$ cat config.mk
export PLATFORM = sky130hd
export DESIGN_NAME = csr_unit
export DESIGN_NICKNAME = d
export VERILOG_FILES = /design/src/hw/csr_pkg.sv /design/src/hw/csr_ctrl_if.sv /design/src/hw/csr_decode.sv /design/src/hw/csr_trap_regs.sv /design/src/hw/csr_irq_regs.sv /design/src/hw/csr_read_port.sv /design/src/hw/csr_unit.sv
export VERILOG_INCLUDE_DIRS = /design/src /design/src/hw
export SDC_FILE = /design/constraint.sdc
export NUM_CORES = 1
export LEC_CHECK = 0
export BUFFER_PORTS_ARGS = -buffer_cell sky130_fd_sc_hd__buf_2
export CORE_UTILIZATION = 35
export DETAILED_ROUTE_END_ITERATION = 6
export GPL_ROUTABILITY_DRIVEN = 1
export SKIP_LAST_GASP = 1
export SYNTH_ARGS = -nofsm -noshare
export SYNTH_HDL_FRONTEND = slang
export SYNTH_SLANG_ARGS = --single-unit
$ cat constraint.sdc
create_clock -name clk -period 4.8 [get_ports clk]
set_input_delay 0.24 -clock clk [delete_from_list [all_inputs] [get_ports clk]]
set_output_delay 0.24 -clock clk [all_outputs]
set_load 0.005 [all_outputs]
$ cat src/hw/csr_consts.svh
`ifndef CSR_CONSTS_SVH
`define CSR_CONSTS_SVH

// operation codes
`define CSR_OP_EXCEPTION 3'd0
`define CSR_OP_MRET 3'd1
`define CSR_OP_NOP 3'd3
`define CSR_OP_RW 3'd5
`define CSR_OP_RS 3'd6
`define CSR_OP_RC 3'd7

// machine csr addresses
`define CSR_ADDR_MSTATUS 12'h300
`define CSR_ADDR_MIE 12'h304
`define CSR_ADDR_MEPC 12'h341
`define CSR_ADDR_MCAUSE 12'h342
`define CSR_ADDR_MIP 12'h344

// bit positions inside the csr words
`define CSR_BIT_IE 3 // mstatus
`define CSR_BIT_PIE 7 // mstatus
`define CSR_BIT_SW 3 // mie / mip
`define CSR_BIT_EXT 11 // mie / mip
`define CSR_BIT_INT 31 // mcause

// {interrupt flag, code} that retires a software interrupt
`define CSR_CAUSE_SW_INT 5'b10011

`define CSR_IRQ_HANDLER_DEFAULT 32'h0000_0010

`endif

$ cat src/hw/csr_pkg.sv
`default_nettype none

package csr_pkg;

    // data word, also used for every csr read word
    typedef logic [31:0] xlen_t;

    // csr address, or {int flag, code} during an exception
    typedef logic [11:0] csr_addr_t;

    typedef logic [2:0] csr_op_t;

    // exception code field of mcause
    typedef logic [3:0] exc_code_t;

endpackage

`default_nettype wire

$ cat src/hw/csr_ctrl_if.sv
`timescale 1ns/1ps
`default_nettype none

interface csr_ctrl_if;

    logic is_exception;
    logic is_mret;
    logic is_csr; // rw, rs or rc
    logic read_stage;

    logic sel_mstatus;
    logic sel_mie;
    logic sel_mepc;
    logic sel_mcause;
    logic sel_mip;

    logic wr_mstatus;
    logic wr_mie;
    logic wr_mepc;
    logic wr_mcause;
    logic wr_mip;
    logic wr_exception;
    logic wr_mret;

    logic op_valid;

    // new = set_mask | (keep_mask & old)
    csr_pkg::xlen_t set_mask;
    csr_pkg::xlen_t keep_mask;

    modport decoder (
        output is_exception, is_mret, is_csr, read_stage,
        output sel_mstatus, sel_mie, sel_mepc, sel_mcause, sel_mip,
        output wr_mstatus, wr_mie, wr_mepc, wr_mcause, wr_mip, wr_exception, wr_mret,
        output op_valid, set_mask, keep_mask
    );

    modport regs (
        input is_exception, is_mret, is_csr, read_stage,
        input sel_mstatus, sel_mie, sel_mepc, sel_mcause, sel_mip,
        input wr_mstatus, wr_mie, wr_mepc, wr_mcause, wr_mip, wr_exception, wr_mret,
        input op_valid, set_mask, keep_mask
    );

endinterface

`default_nettype wire

$ cat src/hw/csr_decode.sv
`timescale 1ns/1ps
`default_nettype none
`include "csr_consts.svh"

module csr_decode (
    input wire csr_pkg::csr_op_t op,
    input wire logic write_stage,
    input wire csr_pkg::csr_addr_t addr,
    input wire csr_pkg::xlen_t write_data,
    csr_ctrl_if.decoder ctrl
);

    logic is_rw;
    logic is_rs;
    logic is_rc;
    logic is_nop;
    logic is_csr;
    logic addr_known;

    assign is_rw = (op == `CSR_OP_RW);
    assign is_rs = (op == `CSR_OP_RS);
    assign is_rc = (op == `CSR_OP_RC);
    assign is_nop = (op == `CSR_OP_NOP);
    assign is_csr = is_rw | is_rs | is_rc;

    assign ctrl.is_exception = (op == `CSR_OP_EXCEPTION);
    assign ctrl.is_mret = (op == `CSR_OP_MRET);
    assign ctrl.is_csr = is_csr;
    assign ctrl.read_stage = ~write_stage;

    // selects only fire for a csr op
    assign ctrl.sel_mstatus = is_csr & (addr == `CSR_ADDR_MSTATUS);
    assign ctrl.sel_mie = is_csr & (addr == `CSR_ADDR_MIE);
    assign ctrl.sel_mepc = is_csr & (addr == `CSR_ADDR_MEPC);
    assign ctrl.sel_mcause = is_csr & (addr == `CSR_ADDR_MCAUSE);
    assign ctrl.sel_mip = is_csr & (addr == `CSR_ADDR_MIP);

    assign addr_known = ctrl.sel_mstatus | ctrl.sel_mie | ctrl.sel_mepc
                      | ctrl.sel_mcause | ctrl.sel_mip;

    assign ctrl.wr_mstatus = write_stage & ctrl.sel_mstatus;
    assign ctrl.wr_mie = write_stage & ctrl.sel_mie;
    assign ctrl.wr_mepc = write_stage & ctrl.sel_mepc;
    assign ctrl.wr_mcause = write_stage & ctrl.sel_mcause;
    assign ctrl.wr_mip = write_stage & ctrl.sel_mip;
    assign ctrl.wr_exception = write_stage & ctrl.is_exception;
    assign ctrl.wr_mret = write_stage & ctrl.is_mret;

    assign ctrl.op_valid = ctrl.is_exception | ctrl.is_mret | is_nop | addr_known;

    // rw: set=data keep=0, rs: set=data keep=1, rc: set=0 keep=~data
    always_comb begin
        ctrl.set_mask = is_rc ? '0 : write_data;
        if (is_rw) begin
            ctrl.keep_mask = '0;
        end else if (is_rs) begin
            ctrl.keep_mask = '1;
        end else begin
            ctrl.keep_mask = ~write_data;
        end
    end

endmodule

`default_nettype wire

$ cat src/hw/csr_trap_regs.sv
`timescale 1ns/1ps
`default_nettype none
`include "csr_consts.svh"

module csr_trap_regs (
    input wire logic clk,
    input wire logic rst,
    input wire csr_pkg::csr_addr_t addr,
    input wire csr_pkg::xlen_t write_data,
    csr_ctrl_if.regs ctrl,
    output logic ints_enabled,
    output csr_pkg::xlen_t mstatus_word,
    output csr_pkg::xlen_t mepc_word,
    output csr_pkg::xlen_t mcause_word
);

    logic ie;
    logic pie;
    logic temp_ie; // carries the enable from read stage to write stage
    logic [31:2] mepc_hi;
    logic trap_is_int;
    csr_pkg::exc_code_t exc_code;

    logic ie_masked;
    logic pie_masked;
    logic [31:2] mepc_masked;
    logic trap_is_int_masked;
    csr_pkg::exc_code_t exc_code_masked;

    assign ie_masked = ctrl.set_mask[`CSR_BIT_IE] | (ctrl.keep_mask[`CSR_BIT_IE] & ie);
    assign pie_masked = ctrl.set_mask[`CSR_BIT_PIE] | (ctrl.keep_mask[`CSR_BIT_PIE] & pie);
    assign mepc_masked = ctrl.set_mask[31:2] | (ctrl.keep_mask[31:2] & mepc_hi);
    assign trap_is_int_masked = ctrl.set_mask[`CSR_BIT_INT]
                              | (ctrl.keep_mask[`CSR_BIT_INT] & trap_is_int);
    assign exc_code_masked = ctrl.set_mask[3:0] | (ctrl.keep_mask[3:0] & exc_code);

    always_ff @(posedge clk) begin
        if (rst) begin
            ie <= 1'b0;
            pie <= 1'b0;
            temp_ie <= 1'b0;
            mepc_hi <= '0;
            trap_is_int <= 1'b0;
            exc_code <= '0;
        end else begin
            if (ctrl.read_stage && ctrl.is_exception) begin
                temp_ie <= ie;
            end else if (ctrl.read_stage && ctrl.is_mret) begin
                temp_ie <= pie;
            end

            if (ctrl.wr_exception) begin
                ie <= 1'b0; // handler runs with interrupts off
                pie <= temp_ie;
                mepc_hi <= write_data[31:2];
                trap_is_int <= addr[4];
                exc_code <= addr[3:0];
            end

            if (ctrl.wr_mret) begin
                ie <= temp_ie;
            end

            if (ctrl.wr_mstatus) begin
                ie <= ie_masked;
                pie <= pie_masked;
            end
            if (ctrl.wr_mepc) begin
                mepc_hi <= mepc_masked;
            end
            if (ctrl.wr_mcause) begin
                trap_is_int <= trap_is_int_masked;
                exc_code <= exc_code_masked;
            end
        end
    end

    assign ints_enabled = ie;
    assign mepc_word = {mepc_hi, 2'b00};

    always_comb begin
        mstatus_word = '0;
        mstatus_word[`CSR_BIT_IE] = ie;
        mstatus_word[`CSR_BIT_PIE] = pie;
    end

    always_comb begin
        mcause_word = '0;
        mcause_word[`CSR_BIT_INT] = trap_is_int;
        mcause_word[3:0] = exc_code;
    end

endmodule

`default_nettype wire

$ cat src/hw/csr_irq_regs.sv
`timescale 1ns/1ps
`default_nettype none
`include "csr_consts.svh"

module csr_irq_regs (
    input wire logic clk,
    input wire logic rst,
    input wire logic ext_int,
    input wire logic ints_enabled,
    input wire csr_pkg::csr_addr_t addr,
    csr_ctrl_if.regs ctrl,
    output csr_pkg::xlen_t mie_word,
    output csr_pkg::xlen_t mip_word,
    output logic ext_int_pending,
    output logic sw_int_pending
);

    logic mie_ext;
    logic mie_sw;
    logic mip_ext;
    logic mip_sw;
    logic sw_clear;

    // exception taken for a software interrupt
    assign sw_clear = ctrl.wr_exception && (addr[4:0] == `CSR_CAUSE_SW_INT);

    always_ff @(posedge clk) begin
        if (rst) begin
            mie_ext <= 1'b0;
            mie_sw <= 1'b0;
        end else if (ctrl.wr_mie) begin
            mie_ext <= ctrl.set_mask[`CSR_BIT_EXT] | (ctrl.keep_mask[`CSR_BIT_EXT] & mie_ext);
            mie_sw <= ctrl.set_mask[`CSR_BIT_SW] | (ctrl.keep_mask[`CSR_BIT_SW] & mie_sw);
        end
    end

    always_ff @(posedge clk) begin
        if (rst) begin
            mip_ext <= 1'b0;
        end else if (ext_int) begin
            mip_ext <= 1'b1; // line wins over a mip write
        end else if (ctrl.wr_mip) begin
            mip_ext <= ctrl.set_mask[`CSR_BIT_EXT] | (ctrl.keep_mask[`CSR_BIT_EXT] & mip_ext);
        end
    end

    always_ff @(posedge clk) begin
        if (rst) begin
            mip_sw <= 1'b0;
        end else if (sw_clear) begin
            mip_sw <= 1'b0;
        end else if (ctrl.wr_mip) begin
            mip_sw <= ctrl.set_mask[`CSR_BIT_SW] | (ctrl.keep_mask[`CSR_BIT_SW] & mip_sw);
        end
    end

    always_ff @(posedge clk) begin
        if (rst) begin
            ext_int_pending <= 1'b0;
            sw_int_pending <= 1'b0;
        end else begin
            ext_int_pending <= mip_ext & mie_ext & ints_enabled;
            sw_int_pending <= mip_sw & mie_sw & ints_enabled;
        end
    end

    always_comb begin
        mie_word = '0;
        mie_word[`CSR_BIT_EXT] = mie_ext;
        mie_word[`CSR_BIT_SW] = mie_sw;
    end

    always_comb begin
        mip_word = '0;
        mip_word[`CSR_BIT_EXT] = mip_ext;
        mip_word[`CSR_BIT_SW] = mip_sw;
    end

endmodule

`default_nettype wire

$ cat src/hw/csr_read_port.sv
`timescale 1ns/1ps
`default_nettype none
`include "csr_consts.svh"

module csr_read_port #(
    parameter csr_pkg::xlen_t irq_handler_addr = `CSR_IRQ_HANDLER_DEFAULT
) (
    input wire logic clk,
    input wire logic rst,
    input wire csr_pkg::xlen_t mstatus_word,
    input wire csr_pkg::xlen_t mie_word,
    input wire csr_pkg::xlen_t mepc_word,
    input wire csr_pkg::xlen_t mcause_word,
    input wire csr_pkg::xlen_t mip_word,
    csr_ctrl_if.regs ctrl,
    output csr_pkg::xlen_t read_value,
    output logic fault
);

    csr_pkg::xlen_t csr_word;
    csr_pkg::xlen_t next_value;
    logic load;

    // selects are one-hot, so an and-or mux is enough
    assign csr_word = ({32{ctrl.sel_mstatus}} & mstatus_word)
                    | ({32{ctrl.sel_mie}} & mie_word)
                    | ({32{ctrl.sel_mepc}} & mepc_word)
                    | ({32{ctrl.sel_mcause}} & mcause_word)
                    | ({32{ctrl.sel_mip}} & mip_word);

    always_comb begin
        if (ctrl.is_exception) begin
            next_value = irq_handler_addr;
        end else if (ctrl.is_mret) begin
            next_value = mepc_word;
        end else begin
            next_value = csr_word;
        end
    end

    assign load = ctrl.read_stage
                & (ctrl.is_exception | ctrl.is_mret | (ctrl.is_csr & ctrl.op_valid));

    always_ff @(posedge clk) begin
        if (rst) begin
            read_value <= '0;
            fault <= 1'b0;
        end else begin
            if (load) begin
                read_value <= next_value;
            end
            fault <= ~ctrl.op_valid; // every stage, valid or not
        end
    end

endmodule

`default_nettype wire

$ cat src/hw/csr_unit.sv
`timescale 1ns/1ps
`default_nettype none
`include "csr_consts.svh"

module csr_unit #(
    parameter csr_pkg::xlen_t irq_handler_addr = `CSR_IRQ_HANDLER_DEFAULT
) (
    input wire logic clk,
    input wire logic rst,
    input wire csr_pkg::csr_op_t op,
    input wire logic write_stage,
    input wire csr_pkg::csr_addr_t addr,
    input wire csr_pkg::xlen_t write_data,
    input wire logic ext_int,
    output csr_pkg::xlen_t read_value,
    output logic ext_int_pending,
    output logic sw_int_pending,
    output logic fault
);

    csr_ctrl_if ctrl ();

    logic ints_enabled;
    csr_pkg::xlen_t mstatus_word;
    csr_pkg::xlen_t mepc_word;
    csr_pkg::xlen_t mcause_word;
    csr_pkg::xlen_t mie_word;
    csr_pkg::xlen_t mip_word;

    csr_decode decode_i (
        .op(op),
        .write_stage(write_stage),
        .addr(addr),
        .write_data(write_data),
        .ctrl(ctrl.decoder)
    );

    csr_trap_regs trap_regs_i (
        .clk(clk),
        .rst(rst),
        .addr(addr),
        .write_data(write_data),
        .ctrl(ctrl.regs),
        .ints_enabled(ints_enabled),
        .mstatus_word(mstatus_word),
        .mepc_word(mepc_word),
        .mcause_word(mcause_word)
    );

    csr_irq_regs irq_regs_i (
        .clk(clk),
        .rst(rst),
        .ext_int(ext_int),
        .ints_enabled(ints_enabled),
        .addr(addr),
        .ctrl(ctrl.regs),
        .mie_word(mie_word),
        .mip_word(mip_word),
        .ext_int_pending(ext_int_pending),
        .sw_int_pending(sw_int_pending)
    );

    csr_read_port #(
        .irq_handler_addr(irq_handler_addr)
    ) read_port_i (
        .clk(clk),
        .rst(rst),
        .mstatus_word(mstatus_word),
        .mie_word(mie_word),
        .mepc_word(mepc_word),
        .mcause_word(mcause_word),
        .mip_word(mip_word),
        .ctrl(ctrl.regs),
        .read_value(read_value),
        .fault(fault)
    );

endmodule

`default_nettype wire

==> results.yml, run 1 <==
floorplan:
  die-area_um2: 11680
  die_h_um: 108.1
  core_um2: 10890
  rows: 38
  die-width_um: 108.1
  boundaryPins: 86
  initial_core_util_pct: 36.18
power:
  clock_power_share_pct: 37.5
  p_leak_nw: 1.771
  p_comb_share_pct: 11.6
  ir_worst_vdd_mv: 0.1077
  seqPwrFrac_pct: 50.9
  total_power_mw: 1.289
  sw_frac_of_total_pct: 28.74
  p_sw_mw: 0.3705
  powerDensity_nw_per_um2: 279.7
  intPower_mw: 0.9187
yosys:
  yosys-top-cells-area: "dfxtp_1 39%, o2bb2ai_2 7.6%, a21oi_1 7.1%"
  synth.ff_latch_count: 77
  synth_area_um2: 3939
  syn_avg_cell_area_um2: 8.600
  yosys.area_share.simple_pct: 21.00
  synth_fp_nets: 509
  ys_async_sr_fraction_pct: 0
  synthCells: 458
  synth_edf_count: 0
  synth_warnings: 0
  synth_cell_types: 61
  synth_compound_area_share_pct: 32.88
  seq_area_frac_synth_pct: 39.14
  synthMuxAreaShare_pct: 1.048
  synth_fa_ha_area_share_pct: 0
  synth_top_area_share_pct: 39.14
  ys.flop_type: "dfxtp_1"
  synth_area_leader_cell: "dfxtp_1"
  synth_top_family_by_area: "compound AO/OA/AOI/OAI gates"
  synth-xor-area-share_pct: 0.4447
grt:
  grt_pass1_wl_um: 17510
  gr-usage-met3_pct: 5.244
  use_met1_pct: 26.76
  grt_usage_pct: 19.53
  grt_pass1_vias: 3330
  antenna_found_initial: 0
  grt_overflow: 0
  grt_max_degree: 43
  use_met2_pct: 29.53
  busiest_layer: "met2"
worst_hold_path:
  hold_path.startpoint: "write_data[20]"
  holdCritPathClass: "in -> reg"
sta:
  period_minus_slack_ns: 2.435
  worst_pin_slew_ns: 1.233
  slew_violations: 0
  grt_setup_unrepaired: "no"
  finalSetupViolCount: 0
  setup_ws_ns: 2.365
  skew_ns: 0.007484
  slew-limit-headroom_pct: 17.79
  fmax_mhz: 410.7
  final_hold_viol_count: 0
  layout_worst_path_cycle_share_pct: 50.73
  timing.setup.tns_ns: 0
clock_tree:
  htreeDepth: 3
  cts_buffers: 9
  cts_resized: 0
  clk_pin_slew_ns: 0.09
  tritoncts: "built"
  cts_buffer_depth: 2
  cts_root_buf: "clkbuf_8"
  ctsHoldBuffers: 0
  postCtsSetupRepairBufs: 0
  clock_sinks: 77
  clk_latency_ns: 0.36
detailed_routing:
  viasPerCell: 5.595
  routed_wl_um: 11030
  firstDrtPassIters: 5
  ant_nets: 0
  via_count: 3721
  drc: 0
  drtIter0Drc: 313
  wl_per_cell_um: 16.58
layout:
  final_area_um2: 4609
  multiInputGateArea_um2: 2218
  num_antenna_cells: 0
  final_cell_mix: "85 x buf_2, 77 x dfxtp_1, 71 x nand2_1, 55 x a21oi_1, 30 x o21ai_0"
  layoutNonFillerInstCount: 665
  regArea_um2: 1541
  layout_commonest_cell: "buf_2"
  syn_to_final_growth_pct: 17.03
  largest_reg_flops: 32
  nets: 571
  reg_top3: "read_port_i.read_value (32), trap_regs_i.mepc_hi (30), trap_regs_i.exc_code (4)"
  drive_above_1_share_pct: 30.86
  largest_register: "read_port_i.read_value"
  fillers: 1107
setup_path:
  critPathMaxFanout: 31
  cp-startpoint: "op[1]"
  r2r_cells: 5
  timing.rr.end: "read_port_i.read_value[3]"
  rrSetupSlack_ns: 3.49
  arrival_ns: 2.73
  required_ns: 5.09
  r2r-start: "irq_regs_i.mie_sw"
  worstSetupEndpointType: "flop"
  worstSetupStartpointType: "input port"
  path_class: "in -> reg"
  endpoint: "trap_regs_i.mepc_hi[7]"
placement:
  postPlaceCellArea_um2: 4417
  gp_congestion: 0.8677
  hpwl_um: 7531
  dp_slack_ns: 2.005
  placed_cells: 649
  portBuffers: 85
flow_run:
  cap_violations: 0
outcome:
  status: "finished clean"
==> synth_stat cells (2+ instances only) <==
library cell / n
o221a_2: 3
buf_2: 11
nor3_1: 6
o22ai_1: 2
inv_1: 5
o2bb2ai_2: 20
nor2b_1: 4
clkbuf_1: 18
nand4_1: 29
xor2_1: 2
and3_1: 4
a211oi_1: 7
and4_1: 2
nor4_1: 3
a22oi_1: 3
o21ai_0: 30
nand2b_1: 3
buf_6: 2
a32o_1: 3
nand3_1: 5
o2bb2ai_1: 9
a32oi_1: 4
nor2_1: 17
buf_1: 2
mux2i_1: 3
o21bai_1: 2
a21oi_2: 18
dfxtp_1: 77
nor3_2: 2
buf_4: 6
a21oi_1: 56
nand2_1: 71
==> per-stage QoR <==
stage,hold slack (ns),util (%)
finish,0.1009,42.34
global route,0.08287,42.34
CTS,0.08758,42.34
detailed placement,0.4540,40.57
global placement,0.4482,40.57
floorplan,0.3477,-
==> final cells by class <==
cell class / count / area share [%]
timing repair buffer: 90 / 10.04
tap: 140 / 3.800
inverter: 5 / 0.4072
multi-input combinational: 337 / 48.13
clock buffer: 11 / 3.284
clock inverter: 5 / 0.8958
sequential: 77 / 33.44
==> per-layer routing <==
metal | wire length, um | part of all wire (%)
met5 | 0 | 0
met4 | 194 | 1.8
met3 | 841 | 7.6
met2 | 4979 | 45
met1 | 5014 | 45
==> kinds of logic after synthesis <==
family / after synthesis
compound gates: 172
simple gates: 159
flops: 77
buf+inv: 44
mux: 4
xor+xnor: 2
==> worst min path at each step <==
stage	cells past startpoint	endpoint	slack (ns)
3_3_place_gp	2	trap_regs_i.exc_code[3]	0.45
6_report	2	trap_regs_i.mepc_hi[20]	0.10
5_1_grt	2	trap_regs_i.mepc_hi[16]	0.08
4_1_cts	2	trap_regs_i.mepc_hi[15]	0.09
2_1_floorplan	1	trap_regs_i.mepc_hi[10]	0.35
3_5_place_dp	2	trap_regs_i.exc_code[3]	0.45
==> power groups by stage <==
stage | Combinational [mW] | Sequential (mW) | Clock, mW
after floorplan | 0.0910 | 0.670 | 0
after global placement | 0.146 | 0.671 | 0
after detailed placement | 0.149 | 0.671 | 0
after CTS | 0.150 | 0.656 | 0.495
after global routing | 0.165 | 0.658 | 0.525
final | 0.150 | 0.656 | 0.483
==> worst max-delay path, cell delays in order <==
cell	delay, ns
buf_2	0.18
or2_1	0.29
nor3_2	0.45
a31oi_4	0.31
nor3_4	0.68
buf_4	0.40
o2bb2ai_1	0.14
Note: power is estimated with default switching activity, not from simulation.
==> inputs of run 2 (changes only) <==
- clock period: 4.8 -> 2 ns (I/O delays scaled with it)
==> run 2 against run 1 <==
Effect of this change: cell count rose by 7.2%; critical endpoint is now read_port_i.read_value[24]; clock power rose by 140%; critical path type unchanged; count of clock-buffer cells in the layout fell by 2; largest power group unchanged.
==> results.yml, run 2 (synthesis results as in run 1) <==
floorplan:
  rows: 38
  boundaryPins: 86
  die-area_um2: 11680
  initial_core_util_pct: 36.18
  core_um2: 10890
  die-width_um: 108.1
  die_h_um: 108.1
setup_path:
  timing.rr.end: "read_port_i.read_value[3]"
  path_class: "in -> reg"
  r2r-start: "irq_regs_i.mip_sw"
  worstSetupStartpointType: "input port"
  required_ns: 2.28
  cp-startpoint: "addr[10]"
  critPathMaxFanout: 19
  worstSetupEndpointType: "flop"
  endpoint: "read_port_i.read_value[24]"
  r2r_cells: 5
  rrSetupSlack_ns: 0.75
  arrival_ns: 1.88
detailed_routing:
  drc: 0
  ant_nets: 0
  wl_per_cell_um: 16.32
  firstDrtPassIters: 5
  via_count: 3908
  viasPerCell: 5.481
  drtIter0Drc: 209
  routed_wl_um: 11640
sta:
  finalSetupViolCount: 0
  slew-limit-headroom_pct: 39.41
  period_minus_slack_ns: 1.606
  timing.setup.tns_ns: 0
  final_hold_viol_count: 0
  skew_ns: 0.008922
  setup_ws_ns: 0.3936
  grt_setup_unrepaired: "no"
  layout_worst_path_cycle_share_pct: 80.32
  worst_pin_slew_ns: 0.9088
  hold_ws_ns: 0.01688
  fmax_mhz: 622.5
  slew_violations: 0
power:
  total_power_mw: 3.141
  p_leak_nw: 2.009
  powerDensity_nw_per_um2: 617.1
  seqPwrFrac_pct: 50.2
  clock_power_share_pct: 36.2
  p_comb_share_pct: 13.6
  sw_frac_of_total_pct: 29.62
  intPower_mw: 2.211
  ir_worst_vdd_mv: 0.2994
  p_sw_mw: 0.9303
outcome:
  status: "finished clean"
placement:
  hpwl_um: 8240
  portBuffers: 85
  placed_cells: 672
  dp_slack_ns: 0.06965
  gp_congestion: 0.8846
layout:
  reg_top3: "read_port_i.read_value (32), trap_regs_i.mepc_hi (30), trap_regs_i.exc_code (4)"
  largest_reg_flops: 32
  num_antenna_cells: 0
  syn_to_final_growth_pct: 29.22
  nets: 619
  layout_commonest_cell: "buf_2"
  drive_above_1_share_pct: 32.29
  layoutNonFillerInstCount: 713
  final_cell_mix: "85 x buf_2, 77 x dfxtp_1, 71 x nand2_1, 55 x a21oi_1, 30 x o21ai_0"
  largest_register: "read_port_i.read_value"
clock_tree:
  clk_pin_slew_ns: 0.09
  cts_resized: 0
  clk_latency_ns: 0.35
  cts_root_buf: "clkbuf_8"
  cts_buffer_depth: 2
  cts_buffers: 9
  clock_sinks: 77
  ctsHoldBuffers: 25
  htreeDepth: 3
  tritoncts: "built"
  postCtsSetupRepairBufs: 0
grt:
  grt_max_degree: 41
  grt_overflow: 0
  grt_pass1_vias: 3742
  antenna_found_initial: 0
  grt_usage_pct: 20.80
  grt_pass1_wl_um: 18790
worst_hold_path:
  holdCritPathClass: "in -> reg"
flow_run:
  cap_violations: 0
-- run 2: cell count changes in the layout (fill, tap and decap cells not counted) --
cell | before | now
buf_12 | 0 | 5
buf_4 | 5 | 23
clkbuf_8 | 11 | 9
dlygate4sd3_1 | 0 | 25
inv_8 | 0 | 2
-- run 2: final cells by class --
type	instances	area, um^2
Clock buffer	9	123.9
Clock inverter	7	63.81
Fill cell	1048	5798
Inverter	5	18.77
Multi-Input combinational cell	337	2218
Sequential cell	77	1541
Tap cell	140	175.2
Timing Repair Buffer	138	948.4
-- run 2: metrics by stage --
stage | util, % | instance area (um^2)
2_1_floorplan | - | 3939
5_1_grt | 46.75 | 5090
4_1_cts | 46.75 | 5090
3_5_place_dp | 42.73 | 4652
6_report | 46.75 | 5090
3_3_place_gp | 42.73 | 4652
-- run 2: critical path, cell delays in order --
cell and delay [ns]:
buf_2 0.09, and4bb_2 0.29, nand2_1 0.12, o31ai_4 0.80
buf_12 0.22, nand4_1 0.09, a21oi_1 0.16
-- run 2: how the worst min path moves through the flow --
stage / startpoint / endpoint / slack (ns) / cells past startpoint
global placement: write_data[4] / trap_regs_i.mepc_hi[4] / 0.32 / 2
floorplan: write_data[10] / trap_regs_i.mepc_hi[10] / 0.21 / 1
CTS: write_data[7] / trap_regs_i.mepc_hi[7] / 0.001 / 2
global route: write_data[31] / trap_regs_i.mepc_hi[31] / 0.004 / 2
finish: write_data[7] / trap_regs_i.mepc_hi[7] / 0.02 / 2
detailed placement: write_data[24] / trap_regs_i.mepc_hi[24] / 0.33 / 2
-- run 2: routing by layer --
layer  wire [um]  global-route usage (%)  vias up
met5           0                       0        -
met3         500                   2.773       19
li1            -                       -     1923
met2        5346                   32.67      107
met1        5527                   28.25     1859
met4         261                   9.393        0
-- run 2: power by group through the flow --
stage	Clock, mW	Sequential (mW)	Combinational, mW
2_1_floorplan	0	1.61	0.218
3_3_place_gp	0	1.61	0.378
3_5_place_dp	0	1.61	0.386
4_1_cts	1.17	1.58	0.424
5_1_grt	1.25	1.58	0.467
6_report	1.14	1.58	0.426
